[src/source/memHandlerPkg.sv]
`default_nettype none

package memHandlerPkg;

    localparam int WORD_W = 32;                  // Address and data width

    typedef logic [WORD_W-1:0] wordT;            // Shared address and data word

    // Access codes from the decode stage
    typedef enum logic [3:0] {
        OP_NONE = 4'd0,                          // No memory access
        OP_LB   = 4'd1,                          // Load byte, sign extended
        OP_LH   = 4'd2,                          // Load half, sign extended
        OP_LW   = 4'd3,                          // Load word
        OP_LBU  = 4'd4,                          // Load byte, zero extended
        OP_LHU  = 4'd5,                          // Load half, zero extended
        OP_SB   = 4'd6,                          // Store byte
        OP_SH   = 4'd7,                          // Store half
        OP_SW   = 4'd8                           // Store word
    } memOp_t;

    // Command seen by the external memory
    typedef enum logic [1:0] {
        CMD_IDLE  = 2'd0,
        CMD_WRITE = 2'd1,
        CMD_READ  = 2'd2
    } busCmd_t;

    // Fetch and data phases, each with its wait state
    typedef enum logic [1:0] {
        FETCH  = 2'd0,                           // Issue instruction read
        F_WAIT = 2'd1,                           // Wait for fetch to finish
        DATA   = 2'd2,                           // Issue load or store, if any
        D_WAIT = 2'd3                            // Wait for data access to finish
    } seqState_t;

endpackage

`default_nettype wire

[src/source/memPhaseIf.sv]
`timescale 1ns/1ps
`default_nettype none

interface memPhaseIf;

    logic reqStrobe;                             // One cycle, access issued
    logic dataPhase;                             // Access uses the ALU address
    logic captureInstr;                          // Register fetched word
    logic captureLoad;                           // Register load result
    logic accessWrite;                           // Data access is a store

    modport seq (
        output reqStrobe, dataPhase, captureInstr, captureLoad, accessWrite
    );

    // The timer only needs to know when a wait starts
    modport mon (
        input reqStrobe
    );

    modport fmt (
        input reqStrobe, dataPhase, captureInstr, captureLoad, accessWrite
    );

endinterface

`default_nettype wire

[src/source/busyMonitor.sv]
`timescale 1ns/1ps
`default_nettype none

module busyMonitor #(
    parameter int TIMEOUT_CYCLES = 16            // Wait cycles before an access is abandoned
) (
    input  logic   clk,
    input  logic   nrst,
    input  logic   busy,                         // Busy level from memory
    memPhaseIf.mon phase,
    output logic   busyDone,                     // Busy falling edge
    output logic   waitExpired                   // Access took too long
);

    localparam int CNT_W = $clog2(TIMEOUT_CYCLES + 1);
    localparam logic [CNT_W-1:0] LAST_COUNT = CNT_W'(TIMEOUT_CYCLES - 1);

    logic             busyQ;                     // Busy one cycle ago
    logic             waitArmed;                 // An access is outstanding
    logic [CNT_W-1:0] waitCount;                 // Cycles since the request

    always_ff @(posedge clk) begin
        if (!nrst) begin
            busyQ <= 1'b0;
        end else begin
            busyQ <= busy;
        end
    end

    assign busyDone = busyQ & ~busy;             // High to low on busy

    // A completed access wins over a timeout in the same cycle
    assign waitExpired = waitArmed & ~busyDone & (waitCount == LAST_COUNT);

    always_ff @(posedge clk) begin
        if (!nrst) begin
            waitArmed <= 1'b0;
            waitCount <= '0;
        end else if (phase.reqStrobe) begin
            waitArmed <= 1'b1;                   // Restart for the new access
            waitCount <= '0;
        end else if (waitArmed) begin
            if (busyDone || waitExpired) begin
                waitArmed <= 1'b0;               // Stop, count holds
            end else begin
                waitCount <= waitCount + 1'b1;
            end
        end
    end

endmodule

`default_nettype wire

[src/source/memSequencer.sv]
`timescale 1ns/1ps
`default_nettype none

module memSequencer (
    input  logic   clk,
    input  logic   nrst,
    input  logic   memWrite,                     // Store requested by decode
    input  logic   memRead,                      // Load requested by decode
    input  logic   busyDone,                     // Current access finished
    input  logic   waitExpired,                  // Current access timed out
    memPhaseIf.seq phase,
    output logic   freeze,                       // Stall the CPU
    output logic   timeoutFault                  // Fault pulse on abandoned access
);

    import memHandlerPkg::*;

    seqState_t state;
    seqState_t stateNext;
    logic      loadPending;                      // D_WAIT belongs to a load
    logic      loadPendingNext;

    always_ff @(posedge clk) begin
        if (!nrst) begin
            state       <= FETCH;
            loadPending <= 1'b0;
        end else begin
            state       <= stateNext;
            loadPending <= loadPendingNext;
        end
    end

    always_comb begin
        stateNext          = state;
        loadPendingNext    = loadPending;
        phase.reqStrobe    = 1'b0;
        phase.dataPhase    = 1'b0;
        phase.captureInstr = 1'b0;
        phase.captureLoad  = 1'b0;
        phase.accessWrite  = 1'b0;
        freeze             = 1'b0;
        case (state)
            FETCH: begin
                phase.reqStrobe = nrst;          // Read at the PC once out of reset
                stateNext       = F_WAIT;
            end
            F_WAIT: begin
                freeze = 1'b1;
                if (waitExpired) begin
                    stateNext = FETCH;           // Give up without capture
                end else if (busyDone) begin
                    phase.captureInstr = 1'b1;
                    stateNext          = DATA;
                end
            end
            DATA: begin
                phase.dataPhase = 1'b1;
                if (memWrite) begin
                    phase.reqStrobe   = 1'b1;    // Store takes priority
                    phase.accessWrite = 1'b1;
                    loadPendingNext   = 1'b0;
                    stateNext         = D_WAIT;
                end else if (memRead) begin
                    phase.reqStrobe = 1'b1;
                    loadPendingNext = 1'b1;
                    stateNext       = D_WAIT;
                end else begin
                    stateNext = FETCH;           // No access this instruction
                end
            end
            D_WAIT: begin
                freeze = 1'b1;
                if (waitExpired) begin
                    stateNext = FETCH;
                end else if (busyDone) begin
                    phase.captureLoad = loadPending; // Stores capture nothing
                    stateNext         = FETCH;
                end
            end
            default: begin
                stateNext = FETCH;
            end
        endcase
    end

    assign timeoutFault = waitExpired;           // Same-cycle fault report

endmodule

`default_nettype wire

[src/source/accessFormatter.sv]
`timescale 1ns/1ps
`default_nettype none

module accessFormatter (
    input  logic                   clk,
    input  logic                   nrst,
    input  logic                   memSource,    // 1 stores from FPU, 0 from register file
    input  memHandlerPkg::memOp_t  memOp,
    input  memHandlerPkg::wordT    pcAddress,    // Fetch address
    input  memHandlerPkg::wordT    aluAddress,   // Load and store address
    input  memHandlerPkg::wordT    fpuData,
    input  memHandlerPkg::wordT    regData,
    input  memHandlerPkg::wordT    extData,      // Read data from memory
    memPhaseIf.fmt                 phase,
    output memHandlerPkg::busCmd_t rwi,
    output memHandlerPkg::wordT    extAddress,
    output memHandlerPkg::wordT    writeData,
    output memHandlerPkg::wordT    instr,        // Last fetched instruction
    output memHandlerPkg::wordT    dataToCpu     // Last load result
);

    import memHandlerPkg::*;

    wordT storeSrc;                              // Register chosen for a store
    wordT storeWord;                             // Store data, zero filled
    wordT loadWord;                              // Extended read data

    // Bus outputs only live in the request cycle
    always_comb begin
        rwi        = CMD_IDLE;
        extAddress = '0;
        writeData  = '0;
        if (phase.reqStrobe) begin
            extAddress = phase.dataPhase ? aluAddress : pcAddress;
            if (phase.accessWrite) begin
                rwi       = CMD_WRITE;
                writeData = storeWord;
            end else begin
                rwi = CMD_READ;
            end
        end
    end

    assign storeSrc = memSource ? fpuData : regData;

    always_comb begin
        case (memOp)
            OP_SB:   storeWord = {{(WORD_W-8){1'b0}}, storeSrc[7:0]};
            OP_SH:   storeWord = {{(WORD_W-16){1'b0}}, storeSrc[15:0]};
            OP_SW:   storeWord = storeSrc;
            default: storeWord = '0;             // Not a store
        endcase
    end

    always_comb begin
        case (memOp)
            OP_LB:   loadWord = {{(WORD_W-8){extData[7]}}, extData[7:0]};
            OP_LH:   loadWord = {{(WORD_W-16){extData[15]}}, extData[15:0]};
            OP_LW:   loadWord = extData;
            OP_LBU:  loadWord = {{(WORD_W-8){1'b0}}, extData[7:0]};
            OP_LHU:  loadWord = {{(WORD_W-16){1'b0}}, extData[15:0]};
            default: loadWord = '0;              // Not a load
        endcase
    end

    // Result registers hold until the next completed access
    always_ff @(posedge clk) begin
        if (!nrst) begin
            instr     <= '0;
            dataToCpu <= '0;
        end else begin
            if (phase.captureInstr) begin
                instr <= extData;
            end
            if (phase.captureLoad) begin
                dataToCpu <= loadWord;
            end
        end
    end

endmodule

`default_nettype wire

[src/source/cpuMemoryHandler.sv]
`timescale 1ns/1ps
`default_nettype none

module cpuMemoryHandler #(
    parameter int TIMEOUT_CYCLES = 16            // Longest allowed wait per access
) (
    input  logic                   clk,
    input  logic                   nrst,
    input  logic                   busy,         // Memory busy level
    input  logic                   memWrite,
    input  logic                   memRead,
    input  logic                   memSource,
    input  memHandlerPkg::memOp_t  memOp,
    input  memHandlerPkg::wordT    pcAddress,
    input  memHandlerPkg::wordT    aluAddress,
    input  memHandlerPkg::wordT    fpuData,
    input  memHandlerPkg::wordT    regData,
    input  memHandlerPkg::wordT    extData,
    output memHandlerPkg::wordT    writeData,
    output memHandlerPkg::wordT    extAddress,
    output memHandlerPkg::busCmd_t rwi,
    output memHandlerPkg::wordT    instr,
    output memHandlerPkg::wordT    dataToCpu,
    output logic                   freeze,
    output logic                   timeoutFault
);

    logic busyDone;                              // Access finished
    logic waitExpired;                           // Access timed out

    memPhaseIf phase ();                         // Sequencer phase controls

    busyMonitor #(
        .TIMEOUT_CYCLES(TIMEOUT_CYCLES)
    ) uBusyMonitor (
        .clk        (clk),
        .nrst       (nrst),
        .busy       (busy),
        .phase      (phase.mon),
        .busyDone   (busyDone),
        .waitExpired(waitExpired)
    );

    memSequencer uMemSequencer (
        .clk         (clk),
        .nrst        (nrst),
        .memWrite    (memWrite),
        .memRead     (memRead),
        .busyDone    (busyDone),
        .waitExpired (waitExpired),
        .phase       (phase.seq),
        .freeze      (freeze),
        .timeoutFault(timeoutFault)
    );

    accessFormatter uAccessFormatter (
        .clk       (clk),
        .nrst      (nrst),
        .memSource (memSource),
        .memOp     (memOp),
        .pcAddress (pcAddress),
        .aluAddress(aluAddress),
        .fpuData   (fpuData),
        .regData   (regData),
        .extData   (extData),
        .phase     (phase.fmt),
        .rwi       (rwi),
        .extAddress(extAddress),
        .writeData (writeData),
        .instr     (instr),
        .dataToCpu (dataToCpu)
    );

endmodule

`default_nettype wire

[config.mk]
export PLATFORM = sky130hd
export DESIGN_NAME = cpuMemoryHandler
export DESIGN_NICKNAME = d
export VERILOG_FILES = /design/src/source/memHandlerPkg.sv /design/src/source/memPhaseIf.sv /design/src/source/busyMonitor.sv /design/src/source/memSequencer.sv /design/src/source/accessFormatter.sv /design/src/source/cpuMemoryHandler.sv
export SDC_FILE = /design/constraint.sdc
export NUM_CORES = 1
export LEC_CHECK = 0
export BUFFER_PORTS_ARGS = -buffer_cell sky130_fd_sc_hd__buf_2
export CAP_MARGIN = 20
export CORE_MARGIN = 5
export CORE_UTILIZATION = 33
export CTS_CLUSTER_SIZE = 14
export DETAILED_ROUTE_END_ITERATION = 8
export PLACE_DENSITY = 0.69
export SLEW_MARGIN = 20
export SYNTH_ARGS = -nofsm -noshare
export SYNTH_HDL_FRONTEND = slang
export SYNTH_SLANG_ARGS = --single-unit
[constraint.sdc]
create_clock -name clk -period 3.41 [get_ports clk]
set_input_delay 0.682 -clock clk [delete_from_list [all_inputs] [get_ports clk]]
set_output_delay 0.682 -clock clk [all_outputs]
set_load 0.005 [all_outputs]
Word level (Yosys, flattened, before mapping):

Cells that the tools add are included.

* bits of input ports: 170
* word-level logic and storage cells: 71
* register bits after elaboration: 74
* output and inout port bits: 132

* reductions and logical operators: 8
* mux-type cells: 34
* eq/ne operators: 14
* bitwise gates (word level): 7
* add/sub/neg operators: 1

Operator list (number)
* two-way mux 32 bit: 5
* one-hot mux 32 bit (5 select lines): 1
* one-hot mux 32 bit (3 select lines): 1
* two-way mux 1 bit: 17
* equality test 4 x 3 -> 1 bit, second input constant: 4
* two-way mux 2 bit: 8
* equality test 4 x 2 -> 1 bit, second input constant: 2
* one-hot mux 2 bit (4 select lines): 1
* inequality test 3 bit, second input constant: 2
* AND reduction 2 bit: 3
* adder 5 x 1 -> 5 bit, second input constant: 1
* equality test 5 x 4 -> 1 bit, second input constant: 1
* equality test 2 bit, second input constant: 2
* equality test 4 x 1 -> 1 bit, second input constant: 1
* equality test 4 bit, second input constant: 1
* inverter 1 bit: 4
* OR reduction 2 bit: 2
* AND 1 bit: 3
* equality test 2 x 1 -> 1 bit, second input constant: 1
* logical NOT 2 bit: 1
* one-hot mux 1 bit (2 select lines): 1
* nonzero test 2 bit: 1
* logical OR 1 bit: 1

Longest topological paths before layout:

Gate-level depths: netlist of run 1.

* word-level depth: 9
* depth in mapped cells: 7

By module:

Synthesis of run 1 repeated with hierarchy kept, for this count alone.

* cell total of the unflattened synthesis: 514
* area total of the unflattened synthesis: 4510.6 µm²

Modules (own cells, without submodules)
* accessFormatter: instances 1, area an instance 3988.8 µm², cells each 456
* busyMonitor: instances 1, area an instance 332.8 µm², cells each 36
* memSequencer: instances 1, area an instance 188.9 µm², cells each 22

Worst setup path after synthesis of run 1:

No wires, ideal clock.

* path kind: input -> output
* from: in memOp[1]
* to: out writeData[10]
* buffers on the path: 2
* data required time: 2.728 ns
* data arrival time: 1.790 ns
* stages: 6
* path slack: 0.938 ns
* cell sequence: buf_4 > nor4b_4 > o211ai_4 > or2_1 > buf_6 > nor2_1

* cells in the longest elaborated chain, start to end: 4

Ends and longest elaborated chain
* from (decl): RTL line cpuMemoryHandler.sv:13 `input memHandlerPkg::memOp_t memOp,`
* equality test 4 bit / equality test 4 x 3 -> 1 bit (equally long branches): RTL line accessFormatter.sv:47 `case (memOp)`
* one-hot mux 32 bit (3 select lines) *: RTL line accessFormatter.sv:47
* two-way mux 32 bit *: RTL line accessFormatter.sv:35 `if (phase.accessWrite) begin`
* two-way mux 32 bit *: RTL line accessFormatter.sv:33 `if (phase.reqStrobe) begin`
* to (decl): RTL line cpuMemoryHandler.sv:19 `output memHandlerPkg::wordT writeData,`

Every way passes the cells marked *; elsewhere a longest branch is shown, timed or not.

Worst setup path in the final report of run 1:

* from: reg uMemSequencer.state[1]
* to: out writeData[30]

* cells in the longest elaborated chain, start to end: 4

Ends and longest elaborated chain
* from (decl): RTL line memSequencer.sv:18 `seqState_t state;`
* from (signal assigned): RTL line memSequencer.sv:28 `state <= stateNext;`
* equality test 2 bit: RTL line memSequencer.sv:42 `case (state)`
* two-way mux 1 bit: RTL line memSequencer.sv:42
* two-way mux 32 bit: RTL line accessFormatter.sv:35
* two-way mux 32 bit *: RTL line accessFormatter.sv:33

Marks and branches as above.

==> run summary, run 1 <==
The mean post-synth cell area is 7.521 µm². Setup violations remaining at the end of the flow were counted as 0. The worst vdd rail ir drop came out at 226.3 µV.

The run finished with clean final reports. Setup repair after global routing left no endpoint under its margin. The arrival time at the worst endpoint came out at between 2000 and 2500 ps. The number of antenna violations at the first check in global routing came out at 3. The min-delay analysis places its worst path in the category register to register. The relative contribution of sequential cells to total power is 42.8%. The via count of the first global-routing pass was 4335. Along the worst path, the maximum fanout reaches 16. The share of total power in the clock network came out at 42.4%. The aggregate negative setup slack is 0 ps.

Yosys printed 0 warnings. The maximum buffer depth of the clock tree is 2. The design area came out at 5796 µm². The detailed-router iteration count before antenna repair came out at 5. The power per standard cell area is 356.9 nW/µm². The required time of the worst setup path came out at 2730 ps.

The routability-driven placement congestion ratio is 0.9210. The transition time at the pin with the least slew margin is 677.5 ps. The aggregate global routing overflow came out at 0. The fraction of layout cells with a size suffix above 1 came out at approximately two fifths.

Across every metal layer, demand over resource in global routing totals 21.01%. The post-layout total power came out at slightly above 2 mW. Max-cap violations in this run came to 0.

CTS saw 74 sinks. The clock latency of the later-clocked register in the worst-skew pair is roughly 330 ps. Traced cell by cell, the critical path runs through nor2b_2 -> and2_2 -> nand2_1 -> nor2_1 -> buf_2. The vertical extent of the die came out at 119.4 µm. The CTS tree is yes. The critical path class is register to output pin.

The starting density of the core is about a third. For this run, the register share of the synthesized area comes to between 30% and 40%. The first global-routing pass estimated 23880 µm of wire. The die is 119.4 µm wide.

The largest incremental delay on the critical path came out at 530 ps. The synthesized design spends more area on one cell type than any other, namely sky130_fd_sc_hd__dfxtp_1. Internal power comes to 1.529 mW. The number of top-level design ports came out at 302.

Entering global routing, the biggest net connects 72 pins. The max-slew violation total from the final report came to 0. The synthesized design contains 74 register bits. The cell count after synthesis came out at between 500 and 600. The clock tree synthesis step divided the H-tree into 3 levels. Buffers added to address setup during post-CTS repair amount to 0.

STA classifies the critical path endpoint as an output pin. The number of buffers added to fix hold violations after cts came out at 0. The TritonCTS buffer count is 9. The post-synth net total is 697. The die area is 14250 µm². The total detailed-routing wirelength is 15950 µm. The worst path needs between 2000 and 3000 ps of the cycle, external delays included. The count of cells resized by post-cts repair is 0. After detailed routing, the average wire length per cell comes to roughly 17 µm.

The cell at the slowest stage of the critical path is sky130_fd_sc_hd__dfxtp_1. The switching power came out at 0.5391 mW. The number of standard-cell rows in the floorplan is 40. The number of DRC markers in iteration 0 came out at 231. Net switching is 26.06% of the power. From synthesis to final layout, the design area changed by 46.77%. The post-route clock skew is 10.27 ps.

The highest clock frequency the design can meet is 0.3596 GHz. In this run, synthesis inferred 0 flip-flops with an integrated enable. The detail-routed via count per cell came out at 4.869.

The share of total power dissipated in combinational logic is 14.8%. The final critical-path share of the clock period is approximately 80%. The number of hold violations in the final report came out at 0. The worst max-slew margin expressed relative to the limit came out at ~55%.

The static leakage power is 2.902 nW. The area of the core is between 10000 and 15000 µm². The total standard cell area after synthesis is 3949 µm².

In the routed design, unresolved DRC markers number 0. The library cell with the highest instance count after synthesis is sky130_fd_sc_hd__nand2_1. Counting distinct cell types in the post-synthesis netlist gives 43. At the end of the flow, the number of nets in the layout was 974.

The placed instances occupy a cell area of around 5500 µm². The clock-pin slew on the worst setup and hold paths came out at 70 ps. The critical path startpoint category is a register. The most used flip-flop cell after synthesis is sky130_fd_sc_hd__dfxtp_1. By count the netlist is led by sky130_fd_sc_hd__nand2_1, sky130_fd_sc_hd__dfxtp_1, sky130_fd_sc_hd__a21oi_1, sky130_fd_sc_hd__nor2_1, sky130_fd_sc_hd__mux2i_1. The top-area cell type share of the netlist area is 37.52%. In this run the clock root is driven by a sky130_fd_sc_hd__clkbuf_16. Sorting the synthesized cells by area gives the leading types as sky130_fd_sc_hd__dfxtp_1, sky130_fd_sc_hd__nand2_1, sky130_fd_sc_hd__mux2i_1.

The overall via count from detail_route is 4660. During placement, the flow inserted port buffers numbering 301. Once detailed placement completed, the half-perimeter wirelength came to roughly 13000 µm. In the synthesized netlist the async set-or-reset flop fraction comes to 0%.

The number of routed nets with antenna violations is 0.
## layout by cell type (no fill, tap or decap), drive strengths merged
master / instances
diode: 3
a22oi: 8
o21ai: 27
or2: 1
nand2b: 3
nor3: 1
nor2b: 10
and4bb: 1
nor2: 42
nand3b: 4
buf: 311
nand3: 25
nand4b: 1
and4b: 1
and2: 2
nor4bb: 1
ha: 2
a21oi: 60
inv: 4
o211ai: 1
mux2i: 33
nor4b: 2
and3: 3
nor3b: 3
dfxtp: 74
and3b: 1
clkinvlp: 3
a211oi: 2
a21boi: 33
o21a: 2
nand4: 1
clkinv: 1
xnor2: 3
clkbuf: 10
nand2: 131
## layout make-up
type,count,area [µm²]
Fill cell,1215,6066
Multi-Input combinational cell,404,2253
Timing Repair Buffer,311,1582
Sequential cell,74,1481
Clock buffer,10,229.0
Tap cell,147,183.9
Clock inverter,6,51.30
Inverter,2,7.507
Antenna cell,3,7.507
## sequential cells by signal, indices dropped and copies added, names as in the netlist
signal	count
uBusyMonitor.waitCount	5
uBusyMonitor.waitArmed	1
uAccessFormatter.dataToCpu	32
uMemSequencer.loadPending	1
uAccessFormatter.instr	32
uBusyMonitor.busyQ	1
uMemSequencer.state	2
## critical path: cells and delay by family, from the launching register on
kind | cells | cell delay (ps)
buffers and inverters | 1 | 130
AND/OR/NAND/NOR | 4 | 1110
flip-flops | 1 | 530
## cell families after synthesis
| logic type | Yosys count | synth area share (%) |
|---|---|---|
| buffers and inverters | 47 | 5.893 |
| adders and majority gates | 2 | 0.6336 |
| DFF | 74 | 37.52 |
| muxes | 33 | 8.365 |
| and+or+nand+nor | 233 | 26.68 |
| xor gates and xnor gates | 3 | 0.6655 |
| AOI/OAI and AO/OA | 133 | 20.25 |
## layer usage
| metal | track usage (%) | wire [µm] |
|---|---|---|
| met1 | 26.37 | 6647 |
| met3 | 6.030 | 1312 |
| met2 | 33.56 | 7465 |
| met5 | 0 | 0 |
| met4 | 9.091 | 523 |
## through the flow
| step | setup slack (ps) | utilization [%] | instances | hold WS [ps] |
|---|---|---|---|---|
| finish | 629.0 | 48.86 | 957 | 451.3 |
| global route | 437.4 | 48.86 | 957 | 471.9 |
| CTS | 616.0 | 48.80 | 954 | 454.0 |
| detailed placement | 755.1 | 46.43 | 938 | 444.9 |
| global placement | 809.6 | 46.43 | 938 | 439.1 |
| floorplan | 937.9 | - | 525 | 451.4 |
## power by group through the flow
stage                     Sequential, mW  Clock, mW  Combinational (mW)
after floorplan                    0.901          0               0.141
after global placement             0.904          0               0.305
after detailed placement           0.904          0               0.305
after CTS                          0.885      0.904               0.307
after global routing               0.886      0.950               0.338
final                              0.885      0.878               0.306
## final timing paths
path | start | to | slack [ps] | cells past startpoint
worst max-delay path | uMemSequencer.state[1] | writeData[30] | 630 | 5
worst min-delay path | uAccessFormatter.instr[12] | uAccessFormatter.instr[12] | 450 | 2
worst max register to register | uBusyMonitor.waitCount[0] | uBusyMonitor.waitCount[1] | 1460 | 6
worst min register to register | uAccessFormatter.instr[12] | uAccessFormatter.instr[12] | 450 | 2
(Power assumes the default switching activity.)
==> run 2, diff against run 1 <==
PLACE_DENSITY = 0.72   (was 0.69)
clock period = 2.26 ns   (was 3.41 ns; I/O delays follow)
==> run 2 against run 1 <==
Flip-flop and latch count unchanged. Die area stayed put. Register-to-register slack worse by 930 ps. Core utilization grew 1.6 points. Critical path type is now primary input to output pin. Highest routed layer is now met5.
==> run summary, run 2 (synthesis results as in run 1) <==
The transition time at the pin with the least slew margin is 620.1 ps (-57.46 ps). The aggregate negative setup slack came out at 0 ps (unchanged). In the final layout, the registers with the most flip-flops are uAccessFormatter.dataToCpu x32, uAccessFormatter.instr x32, uBusyMonitor.waitCount x5. The number of DRC markers in iteration 0 is 325 (+41%). The starting density of the core is 33.29% (unchanged). The detail-routed via count per cell is 4.995 (+2.6%).

The via count of the first global-routing pass is 4529 (+4.5%). The CTS tree is yes. The total routing resource utilization after global routing came out at 21.67% (+0.66 points). The worst setup path is launched from a primary input.

The max-slew violation total from the final report came out at 0 (unchanged). The number of hold violations in the final report came out at 0 (unchanged). The vertical extent of the die is 119.4 µm (unchanged).

The critical path endpoint category is an output pin. The top cell types in the final layout, fill and taps aside, are sky130_fd_sc_hd__buf_2, sky130_fd_sc_hd__nand2_1, sky130_fd_sc_hd__dfxtp_1. The total DRC errors in the routed layout came out at 0 (unchanged). The biggest fanout along the worst timing path is 10 (-6). The number of top-level design ports is 302 (unchanged). The hold slack was 373.0 ps (-78.30 ps).

The worst max-slew margin expressed relative to the limit is 58.39% (+3.7 points). The critical path starts at memOp[1]. The highest clock frequency the design can meet is 0.4694 GHz. The overall via count from detail_route is 4835 (+3.8%).

The clock-pin slew on the worst setup and hold paths came out at 60 ps (about the same). The reported max-cap violation count came to 0 (unchanged). The critical path class is primary input to output pin. The worst hold path belongs to the class primary input to register. The cell at the root of the clock tree is sky130_fd_sc_hd__clkbuf_16. The area of the core came out at 11860 µm² (unchanged). The power per standard cell area came to 556.8 nW/µm² (+56%). The post-layout net count came out at 987 (+1.3%). The detailed placer's ending HPWL came out at 13020 µm (+2.7%).

The clock latency of the later-clocked register in the worst-skew pair is 320 ps (about the same). The first-pass GRT wire length came out at 24690 µm (+3.4%). The horizontal extent of the die came out at 119.4 µm (unchanged). The minimum clock period is 2131 ps. The number of buffers added to fix hold violations after cts came to 0 (unchanged). The maximum buffer depth of the clock tree came out at 2 (unchanged). The static leakage power came to 3.002 nW (+3.5%). The run finished with clean final reports. In this run the critical register-to-register path is launched from uMemSequencer.state[1]. The largest net degree at the start of global routing is 47 (-35%). The port buffer count came out at 301 (unchanged). The TritonCTS buffer count came out at 9 (unchanged). The detailed-router iteration count before antenna repair came out at 5 (unchanged).

The post-route clock skew came out at 6.837 ps (-3.436 ps). The total detailed-routing wirelength came out at 16290 µm (+2.1%). The worst vdd rail ir drop came to 429.6 µV (+90%).

The number of routed nets with antenna violations was 0 (unchanged). The number of antenna violations at the first check in global routing came out at 2 (-1). The CTS H-tree depth is 3 (unchanged). The average wire per cell in the routed design came to 16.83 µm (+0.97%). The worst hold path begins at extData[22]. The layout-stage area growth over the synthesis result came out at 51.43%.

Setup repair after global routing left no endpoint under its margin. The fraction of layout cells with a size suffix above 1 is 42.32% (+0.68 points). The die area came out at 14250 µm² (unchanged). The library cell used most frequently in the layout, excluding fill and tap cells, is sky130_fd_sc_hd__buf_2. The aggregate global routing overflow is 0 (unchanged). The layout filler cell count is 1205 (-0.82%). The clock net sink count came to 74 (unchanged). The required time of the worst setup path came to 1810 ps (-920 ps). The arrival time at the worst endpoint came out at 1680 ps (-420 ps). The routability-driven placement congestion ratio came out at 0.9425 (+2.3%).

The final critical-path share of the clock period came out at 94.27%. The total setup violations reported at the end of the flow is 0 (unchanged). The number of standard-cell rows in the floorplan came out at 40 (unchanged).
run 2: metal layers:
layer	vias to the layer above	GRT usage, %	share of wire, %
li1	2356	-	-
met1	2201	27.48	40
met2	243	35.36	48
met3	33	5.651	9.7
met4	2	8.017	2.3
met5	-	0	0.080
run 2: worst paths after layout:
path / end / slack (ps) / cells after the start
worst max-delay path: writeData[9] / 130 / 6
worst min-delay path: uAccessFormatter.instr[22] / 370 / 3
worst max register to register: uAccessFormatter.dataToCpu[31] / 530 / 5
worst min register to register: uAccessFormatter.instr[12] / 450 / 2
run 2: final cells by class:
cell class | count | area [µm²] | share of cell area, %
Sequential cell | 74 | 1481 | 24.78
Clock inverter | 2 | 60.06 | 1.004
Inverter | 2 | 7.507 | 0.1255
Clock buffer | 14 | 254.0 | 4.248
Antenna cell | 1 | 2.502 | 0.04185
Tap cell | 147 | 183.9 | 3.076
Multi-Input combinational cell | 404 | 2270 | 37.96
Timing Repair Buffer | 324 | 1720 | 28.77
run 2: power by group:
group	internal, mW	switching [mW]	leakage [nW]
sequential	1.32	0.0122	0.598
clock	0.999	0.506	0.151
combinational	0.247	0.243	2.25
run 2: timing repair:
action                                  CTS  global route
endpoints found under the setup margin   17            17
endpoints found under the hold margin     0             0
setup buffers                             0             1
gates resized for setup                   2             2
run 2: worst max-delay path: stages:
cell	delay [ps]
sky130_fd_sc_hd__buf_2	170
sky130_fd_sc_hd__nor4b_4	350
sky130_fd_sc_hd__o211ai_4	120
sky130_fd_sc_hd__or2_1	350
sky130_fd_sc_hd__nor2_1	130
sky130_fd_sc_hd__buf_2	120
run 2: through the flow:
step                total power [mW]  instances  utilization [%]  instance area (µm²)  setup slack (ps)
floorplan                      1.571        525                -                 3949             247.9
global placement               1.841        950            47.41                 5623             156.3
detailed placement             1.844        950            47.41                 5623             133.3
CTS                            3.361        966            50.13                 5946             45.34
global route                   3.466        968            50.41                 5979             13.38
finish                         3.329        968            50.41                 5979             129.4
